`config.mk`:
```
export PLATFORM = sky130hd
export DESIGN_NAME = idu_flat
export DESIGN_NICKNAME = d
export VERILOG_FILES = /design/src/hw/rv_isa_pkg.sv /design/src/hw/core_cfg_pkg.sv /design/src/hw/ctrl_if.sv /design/src/hw/idu.sv /design/src/flat_wrapper.sv
export SDC_FILE = /design/constraint.sdc
export NUM_CORES = 1
export LEC_CHECK = 0
export BUFFER_PORTS_ARGS = -buffer_cell sky130_fd_sc_hd__buf_2
export CORE_MARGIN = 4
export CORE_UTILIZATION = 40
export DETAILED_ROUTE_END_ITERATION = 6
export PLACE_DENSITY = 0.94
export SLEW_MARGIN = 15
export SYNTH_ARGS = -nofsm -noshare
export SYNTH_HDL_FRONTEND = slang
export SYNTH_SLANG_ARGS = --single-unit
export TNS_END_PERCENT = 30
```
`constraint.sdc`:
```
create_clock -name vclk -period 2.55
set_clock_uncertainty 0.2 [all_clocks]
set_input_delay 0.1275 -clock vclk [all_inputs]
set_output_delay 0.1275 -clock vclk [all_outputs]
set_load 0.01 [all_outputs]
```
`src/hw/rv_isa_pkg.sv`:
```
// rv32i decode encodings shared by the decoder, the execute unit and the load/store unit
`default_nettype none

package rv_isa_pkg;

    // alu operation, alt bit turns add into sub and and into or
    typedef enum logic [2:0] {
        alu_none = 3'b000,
        alu_add  = 3'b001,
        alu_and  = 3'b010,
        alu_xor  = 3'b011,
        alu_shl  = 3'b100,
        alu_shr  = 3'b101,
        alu_cmp  = 3'b110,
        alu_eq   = 3'b111
    } alu_op_e;

    // alu operand pair
    typedef enum logic [1:0] {
        opnd_none    = 2'b00,
        opnd_pc_imm  = 2'b01,
        opnd_rs1_rs2 = 2'b10,
        opnd_rs1_imm = 2'b11
    } opnd_sel_e;

    // next pc source, 2'b00 left unused
    typedef enum logic [1:0] {
        pc_seq     = 2'b01,
        pc_pc_imm  = 2'b10,
        pc_rs1_imm = 2'b11
    } pc_sel_e;

    // memory operation, link writes pc+4 to rd
    typedef enum logic [2:0] {
        mem_none = 3'b000,
        mem_sb   = 3'b001,
        mem_sh   = 3'b010,
        mem_sw   = 3'b011,
        mem_link = 3'b100,
        mem_lb   = 3'b101,
        mem_lh   = 3'b110,
        mem_lw   = 3'b111
    } mem_op_e;

    // rv32i major opcodes
    localparam logic [6:0] opc_lui    = 7'b0110111;
    localparam logic [6:0] opc_auipc  = 7'b0010111;
    localparam logic [6:0] opc_jal    = 7'b1101111;
    localparam logic [6:0] opc_jalr   = 7'b1100111;
    localparam logic [6:0] opc_branch = 7'b1100011;
    localparam logic [6:0] opc_load   = 7'b0000011;
    localparam logic [6:0] opc_store  = 7'b0100011;
    localparam logic [6:0] opc_op_imm = 7'b0010011;
    localparam logic [6:0] opc_op     = 7'b0110011;
    localparam logic [6:0] opc_system = 7'b1110011;

endpackage

`default_nettype wire

```
`src/hw/core_cfg_pkg.sv`:
```
// core size and memory map constants, imported wherever widths or addresses are needed
`default_nettype none

package core_cfg_pkg;

    // data path width
    localparam int xlen       = 32;
    localparam int reg_addr_w = 5;
    localparam int reg_count  = 1 << reg_addr_w;

    // first fetch address after reset
    localparam logic [xlen-1:0] reset_vector = 32'h8000_0000;

    // data memory window
    localparam int              dmem_words = 256;
    localparam int              dmem_aw    = $clog2(dmem_words);
    localparam logic [xlen-1:0] dmem_base  = 32'h8000_1000;

endpackage

`default_nettype wire

```
`src/hw/ctrl_if.sv`:
```
// decoded instruction bundle, driven by the decoder and read by regfile, exu and lsu
`timescale 1ns/1ps
`default_nettype none

interface ctrl_if;
    import core_cfg_pkg::*;
    import rv_isa_pkg::*;

    // register indices and immediate
    logic [reg_addr_w-1:0] rs1;
    logic [reg_addr_w-1:0] rs2;
    logic [reg_addr_w-1:0] rd;
    logic [xlen-1:0]       imm;
    // reg_ren is {rs2, rs1}
    logic                  reg_wen;
    logic [1:0]            reg_ren;
    opnd_sel_e             opnd_sel;
    alu_op_e               alu_op;
    pc_sel_e               pc_sel;
    mem_op_e               mem_op;
    // modifiers
    logic                  alt;
    logic                  signed_en;
    logic                  invert;
    logic                  halt_req;

    modport dec (
        output rs1, rs2, rd, imm, reg_wen, reg_ren, opnd_sel, alu_op, pc_sel,
               mem_op, alt, signed_en, invert, halt_req
    );

    modport sink (
        input rs1, rs2, rd, imm, reg_wen, reg_ren, opnd_sel, alu_op, pc_sel,
              mem_op, alt, signed_en, invert, halt_req
    );

endinterface

`default_nettype wire

```
`src/hw/idu.sv`:
```
// rv32i instruction decoder that turns the fetched word into control fields on ctrl_if
`timescale 1ns/1ps
`default_nettype none

module idu (
    input  logic [core_cfg_pkg::xlen-1:0] inst,
    ctrl_if.dec                           ctrl
);
    import rv_isa_pkg::*;

    logic [6:0] opcode;
    logic [2:0] funct3;
    logic       funct7_5;

    assign opcode   = inst[6:0];
    assign funct3   = inst[14:12];
    assign funct7_5 = inst[30];

    // index fields sit at fixed positions in every format
    assign ctrl.rd  = inst[11:7];
    assign ctrl.rs1 = inst[19:15];
    assign ctrl.rs2 = inst[24:20];

    always_comb begin
        // unsupported opcodes fall through as a no-op
        ctrl.imm       = {{20{inst[31]}}, inst[31:20]};
        ctrl.reg_wen   = 1'b0;
        ctrl.reg_ren   = 2'b00;
        ctrl.opnd_sel  = opnd_none;
        ctrl.alu_op    = alu_none;
        ctrl.pc_sel    = pc_seq;
        ctrl.mem_op    = mem_none;
        ctrl.alt       = 1'b0;
        ctrl.signed_en = 1'b0;
        ctrl.invert    = 1'b0;
        ctrl.halt_req  = 1'b0;
        case (opcode)
            opc_lui: begin
                // rs1 read disabled so the alu sees 0 + imm
                ctrl.imm      = {inst[31:12], 12'b0};
                ctrl.reg_wen  = 1'b1;
                ctrl.opnd_sel = opnd_rs1_imm;
                ctrl.alu_op   = alu_add;
            end
            opc_auipc: begin
                ctrl.imm      = {inst[31:12], 12'b0};
                ctrl.reg_wen  = 1'b1;
                ctrl.opnd_sel = opnd_pc_imm;
                ctrl.alu_op   = alu_add;
            end
            opc_jal: begin
                ctrl.imm     = {{12{inst[31]}}, inst[19:12], inst[20], inst[30:21], 1'b0};
                ctrl.reg_wen = 1'b1;
                ctrl.pc_sel  = pc_pc_imm;
                ctrl.mem_op  = mem_link;
            end
            opc_jalr: begin
                ctrl.reg_wen  = 1'b1;
                ctrl.reg_ren  = 2'b01;
                ctrl.opnd_sel = opnd_rs1_imm;
                ctrl.alu_op   = alu_add;
                ctrl.pc_sel   = pc_rs1_imm;
                ctrl.mem_op   = mem_link;
            end
            opc_branch: begin
                ctrl.imm       = {{20{inst[31]}}, inst[7], inst[30:25], inst[11:8], 1'b0};
                ctrl.reg_ren   = 2'b11;
                ctrl.opnd_sel  = opnd_rs1_rs2;
                ctrl.pc_sel    = pc_pc_imm;
                // beq/bne use eq and the rest use lt
                // odd funct3 flips the result
                ctrl.alu_op    = funct3[2] ? alu_cmp : alu_eq;
                ctrl.invert    = funct3[0];
                ctrl.signed_en = ~funct3[1];
            end
            opc_load: begin
                ctrl.reg_wen   = 1'b1;
                ctrl.reg_ren   = 2'b01;
                ctrl.opnd_sel  = opnd_rs1_imm;
                ctrl.alu_op    = alu_add;
                ctrl.signed_en = ~funct3[2];
                case (funct3[1:0])
                    2'b00:   ctrl.mem_op = mem_lb;
                    2'b01:   ctrl.mem_op = mem_lh;
                    default: ctrl.mem_op = mem_lw;
                endcase
            end
            opc_store: begin
                ctrl.imm      = {{20{inst[31]}}, inst[31:25], inst[11:7]};
                ctrl.reg_ren  = 2'b11;
                ctrl.opnd_sel = opnd_rs1_imm;
                ctrl.alu_op   = alu_add;
                case (funct3[1:0])
                    2'b00:   ctrl.mem_op = mem_sb;
                    2'b01:   ctrl.mem_op = mem_sh;
                    default: ctrl.mem_op = mem_sw;
                endcase
            end
            opc_op, opc_op_imm: begin
                ctrl.reg_wen  = 1'b1;
                ctrl.reg_ren  = (opcode == opc_op) ? 2'b11 : 2'b01;
                ctrl.opnd_sel = (opcode == opc_op) ? opnd_rs1_rs2 : opnd_rs1_imm;
                case (funct3)
                    3'b000: begin
                        // sub only exists in the register form
                        ctrl.alu_op = alu_add;
                        ctrl.alt    = (opcode == opc_op) && funct7_5;
                    end
                    3'b001: ctrl.alu_op = alu_shl;
                    3'b010: begin
                        ctrl.alu_op    = alu_cmp;
                        ctrl.signed_en = 1'b1;
                    end
                    3'b011: ctrl.alu_op = alu_cmp;
                    3'b100: ctrl.alu_op = alu_xor;
                    3'b101: begin
                        ctrl.alu_op    = alu_shr;
                        ctrl.signed_en = funct7_5;
                    end
                    3'b110: begin
                        ctrl.alu_op = alu_and;
                        ctrl.alt    = 1'b1;
                    end
                    default: ctrl.alu_op = alu_and;
                endcase
            end
            opc_system: begin
                // only ebreak decoded
                // ecall and csr ops act as no-ops
                ctrl.halt_req = (inst[31:7] == {12'h001, 13'h0});
            end
            default: ;
        endcase
    end

endmodule

`default_nettype wire

```
`src/flat_wrapper.sv`:
```
// flat-port wrapper written by rule: the top's interface ports become plain ports
module idu_flat import rv_isa_pkg::*;
  (inst, ctrl_rs1, ctrl_rs2, ctrl_rd, ctrl_imm, ctrl_reg_wen, ctrl_reg_ren, ctrl_opnd_sel, ctrl_alu_op, ctrl_pc_sel, ctrl_mem_op, ctrl_alt, ctrl_signed_en, ctrl_invert, ctrl_halt_req);
  ctrl_if ctrl_i ();
  input  logic [core_cfg_pkg::xlen-1:0] inst;
  output wire logic [$bits(ctrl_i.rs1)-1:0] ctrl_rs1;
  output wire logic [$bits(ctrl_i.rs2)-1:0] ctrl_rs2;
  output wire logic [$bits(ctrl_i.rd)-1:0] ctrl_rd;
  output wire logic [$bits(ctrl_i.imm)-1:0] ctrl_imm;
  output wire logic [$bits(ctrl_i.reg_wen)-1:0] ctrl_reg_wen;
  output wire logic [$bits(ctrl_i.reg_ren)-1:0] ctrl_reg_ren;
  output wire logic [$bits(ctrl_i.opnd_sel)-1:0] ctrl_opnd_sel;
  output wire logic [$bits(ctrl_i.alu_op)-1:0] ctrl_alu_op;
  output wire logic [$bits(ctrl_i.pc_sel)-1:0] ctrl_pc_sel;
  output wire logic [$bits(ctrl_i.mem_op)-1:0] ctrl_mem_op;
  output wire logic [$bits(ctrl_i.alt)-1:0] ctrl_alt;
  output wire logic [$bits(ctrl_i.signed_en)-1:0] ctrl_signed_en;
  output wire logic [$bits(ctrl_i.invert)-1:0] ctrl_invert;
  output wire logic [$bits(ctrl_i.halt_req)-1:0] ctrl_halt_req;
  assign ctrl_rs1 = ctrl_i.rs1;
  assign ctrl_rs2 = ctrl_i.rs2;
  assign ctrl_rd = ctrl_i.rd;
  assign ctrl_imm = ctrl_i.imm;
  assign ctrl_reg_wen = ctrl_i.reg_wen;
  assign ctrl_reg_ren = ctrl_i.reg_ren;
  assign ctrl_opnd_sel = ctrl_i.opnd_sel;
  assign ctrl_alu_op = ctrl_i.alu_op;
  assign ctrl_pc_sel = ctrl_i.pc_sel;
  assign ctrl_mem_op = ctrl_i.mem_op;
  assign ctrl_alt = ctrl_i.alt;
  assign ctrl_signed_en = ctrl_i.signed_en;
  assign ctrl_invert = ctrl_i.invert;
  assign ctrl_halt_req = ctrl_i.halt_req;
  idu u_core (.inst(inst), .ctrl(ctrl_i));
endmodule
```
* Word level (Yosys, flattened, before mapping)
Index checks and enable logic that the tools add are counted.
** Storage, ports and cells
- Bits in registers :: 0
- Input bits :: 32
- Output and inout bits :: 64
- Logic and storage cells :: 52
** Operators by class
- Equality and inequality tests :: 18
- Mux-type cells :: 19
- Bitwise operators :: 2
- Reduce and logical (&&, ||, !) cells :: 13
** Operators with widths (count)
- 31-bit case mux with 4 select lines :: 1
- 7-bit equality test, second input constant :: 4
- 25-bit by 14-bit equality test with 1-bit output, second input constant :: 1
- 7-bit by 6-bit equality test with 1-bit output, second input constant :: 3
- 3-bit case mux with 3 select lines :: 2
- 3-bit case mux with 5 select lines :: 1
- 7-bit by 5-bit equality test with 1-bit output, second input constant :: 2
- 2-bit OR reduction :: 7
- 2-bit case mux with 2 select lines :: 3
- 3-bit equality test, second input constant :: 3
- 2-bit case mux with 4 select lines :: 1
- 7-bit by 2-bit equality test with 1-bit output, second input constant :: 1
- 7-bit OR reduction :: 1
- 3-bit by 2-bit equality test with 1-bit output, second input constant :: 2
- 1-bit two-way mux :: 6
- 2-bit case mux with 3 select lines :: 1
- 5-bit OR reduction :: 1
- 1-bit case mux with 2 select lines :: 2
- 4-bit OR reduction :: 1
- 3-bit by 1-bit equality test with 1-bit output, second input constant :: 1
- 3-bit logical NOT :: 1
- 1-bit case mux with 3 select lines :: 1
- 2-bit by 1-bit equality test with 1-bit output, second input constant :: 1
- 2-bit logical NOT :: 1
- 3 further kinds :: 4

* Logic depth before layout (Yosys ltp)
- Word-level depth :: 4
- Mapped depth :: 6
- Gate-level depth less buffers :: 4

* Worst setup path after synthesis
OpenSTA, ideal clock, no wires.
- Path type :: input port to output port
- From :: input port inst[3] (netlist name)
- To :: output port ctrl_alt
- Data arrival time :: 1.137 ns
- Path slack :: 1.085 ns
- Stages on the path :: 5
- Buffers on the path :: 1
- Cells stage by stage :: buf_6 nor4bb_4 nand2_1 or2_1 nor3_2
** On the way
- Longest elaborated chain between the ends :: 4
** RTL lines
- start: declaration :: RTL line flat_wrapper.sv:5 : input logic [core_cfg_pkg::xlen-1:0] inst;
- 7-bit by 6-bit equality test with 1-bit output :: RTL line idu.sv:37, idu.sv:107
- 1-bit logical AND :: RTL line idu.sv:107 : ctrl.alt = (opcode == opc_op) && funct7_5;
- 1-bit case mux with 2 select lines :: RTL line idu.sv:103 : case (funct3)
- 1-bit two-way mux (*) :: RTL line idu.sv:37 : case (opcode)
- end: declaration :: RTL line flat_wrapper.sv:16 : output wire logic [$bits(ctrl_i.alt)-1:0] ctrl_alt;
Mark *: on every way between the ends. The rest lies on a longest branch, timed or not.

* Final worst setup path
- From :: input port inst[6] (netlist name)
- To :: output port ctrl_imm[20]
** On the way
- Longest elaborated chain between the ends :: 3
** RTL lines
- 7-bit by 6-bit equality test with 1-bit output / 7-bit by 5-bit equality test with 1-bit output (equally long branches) :: RTL line idu.sv:37
- 2-bit OR reduction (no source line)
- 31-bit case mux with 4 select lines (*) :: RTL line idu.sv:37
- end: declaration :: RTL line flat_wrapper.sv:9 : output wire logic [$bits(ctrl_i.imm)-1:0] ctrl_imm;
Marked as above.

==> run summary <==
• cell repeated most along the worst path: buf_2
• pin count of the biggest net entering global routing: 17
• peak ir drop on the vdd network: 101 µV
• kind of cell with the highest combined delay on the critical path: simple AND/OR/NAND/NOR gates
• post-detail-place hpwl: 2740 µm
• transition at the pin with the smallest max-transition slack: 0.641 ns
• Setup Crit Path Kind: in2out
• first-pass iteration count of the detailed router: 4
• num ports: 96
• post-DR wirelength/cell: 13.3 µm
• DIE AREA: 3160 µm²
• portion of synthesized cell area occupied by the leading cell type: 0.162
• Die X: 56.2 µm
• utilization of the core after routing: 0.572
• period utilization: 0.759
• summed area of non-filler cells in the final layout: 1260 µm²
• Pins Over Slew Limit: 0
• critical path endpoint category: output pin
• layout clock buffer count: 0
• Levels on crit path: 5
• via-per-instance ratio: 5.22
• total of cells resized after clock tree synthesis: 0
• net count of the mapped netlist: 185
• shortest period the worst path allows: 1.94 ns
• slowest stage cell on the critical path: nor2_1
• combined area of all synthesized cells: 930 µm²
• Storage cell area: 0 µm²
• via count of the first global-routing pass: 1159
• Slew HR: 0.571
• cts hold-fix bufs: 0
• chip height: 56.2 µm
• Seq/Total Area, Yosys: 0
• Maximum Capacitance Violations: 0
• total global routing track utilization: 0.196
• number of antenna violations at the first check in global routing: 0
• count of buffer and inverter cells on the critical path: 2
• total inserted antenna cells: 0
• gp weighted congestion: 0.832
• kind of launch point of the worst setup path: input pin
• ANT nets after route: 0
• post-synthesis average cell area: 6.08 µm²
• cell taking the most area after synthesis: a21o_1
• arrival time of the worst setup path: 1.61 ns
• placed cell area: 1260 µm²
• Leak Pwr: 0.760 nW
• hold-critical path depth: 2
• number of rows in the core area: 17
• total wirelength of the detailed-routed design: 3330 µm
• first-pass GRT wire length: 5420 µm
• number of nets in the layout: 257
• fraction of final layout cells with drive strength greater than 1: 0.457
• Max Freq: 0.517 GHz
• synthesized instance count: 153
• critical path's largest stage delay: 0.51 ns
• top cells by area, synth: a21o_1 16%, buf_4 13%, nand2_1 6.9%
• type of the worst min-delay path: in2out
• worst hold start: inst[19]
• count of port buffers added during placement: 96
• Total Negative Setup Slacks: 0 ns
• layout sequential cell count: 0
• crit path cell chain: buf_2 > or3b_4 > nor2_1 > a21o_1 > buf_2
• number of distinct library cell variants in the gate-level netlist after synthesis: 37
• synth warn: 0
• number of design-rule violations left by the first detailed-router iteration: 36
• RSZ-0062 raised after global routing: no
• number of endpoints failing setup at the final stage: 0
• core area: 2210 µm²
• hold endpoint: ctrl_rs1[4]
• highest fanout seen on the critical path: 16
• starting density of the core: 0.420
• total count of hold-check failures in the final report: 0
• post-CTS setup buffer count: 0
• result of the run: complete, no violations
• DRC violation count after routing: 0
• final-layout worst hold slack: 0.272 ns
• total number of vias: 1309
• area added between synthesis and finish: 36.1%
• remaining global-route overflow: 0
• power density relative to cell area: 153 nW/µm²
• required time worst endpoint: 2.22 ns
layer usage:
metal | global-route usage | up-vias | part of all wire
li1 | - | 666 | -
met1 | 0.278 | 598 | 0.43
met2 | 0.342 | 45 | 0.51
met3 | 0.0116 | 0 | 0.063
met4 | 0 | 0 | 0
met5 | 0 | - | 0
cell families (layout without fill, tap and decap cells):
kind of cell | after synthesis | in the layout | synth area share
buf+inv | 31 | 101 | 0.214
simple gates | 72 | 72 | 0.431
compound gates | 50 | 50 | 0.355
cell type report:
type | instances | area (µm²)
Fill cell | 238 | 947
Inverter | 5 | 18.8
Multi-Input combinational cell | 122 | 731
Tap cell | 28 | 35.0
Timing Repair Buffer | 96 | 480
power by group:
group          switching (mW)  internal (mW)  leakage (nW)
clock network               0              0             0
registers                   0              0             0
logic                   0.112         0.0818         0.760
total                   0.112         0.0818         0.760
worst max-delay path by stage:
stage | from | to | slack, ns
after floorplan | inst[3] | ctrl_alt | 1.09
after global placement | inst[6] | ctrl_imm[30] | 0.69
after detailed placement | inst[6] | ctrl_imm[20] | 0.66
after CTS | inst[6] | ctrl_imm[20] | 0.65
after global routing | inst[6] | ctrl_imm[20] | 0.52
final | inst[6] | ctrl_imm[20] | 0.61
Yosys cell counts, types with 2 or more instances:
cell type   n
nand3b_1    2
and3_1      3
buf_2       6
nand3_1     4
inv_1       5
o21ai_1     3
clkbuf_1    2
nor4_1      4
buf_6       2
a21o_1     20
nand2_1    17
a21oi_1    12
nor3_1      4
nand2b_1    2
and2_1      6
nor2_1     16
buf_4      16
o21ai_0     8
or2_1       2
nor4b_1     2
stage by stage:
stage	std cells	worst slack, ns	power [mW]
finish	251	0.615	0.193
global placement	251	0.687	0.190
global route	251	0.520	0.214
detailed placement	251	0.657	0.193
floorplan	153	1.09	0.121
CTS	251	0.651	0.193
layout by cell type, fill, tap and decap left out, drive strengths merged, types with 2 or more instances in the layout:
master | netlist | layout
nand2 | 17 | 17
nand2b | 2 | 2
nor3 | 5 | 5
a21oi | 13 | 13
buf | 24 | 96
and3 | 3 | 3
nor2 | 17 | 17
nor4b | 2 | 2
inv | 5 | 5
nor4 | 4 | 4
nand3 | 4 | 4
or2 | 3 | 3
a21o | 20 | 20
and2 | 6 | 6
o21ai | 11 | 11
nand3b | 2 | 2
Power figures use the tool's default switching activity.
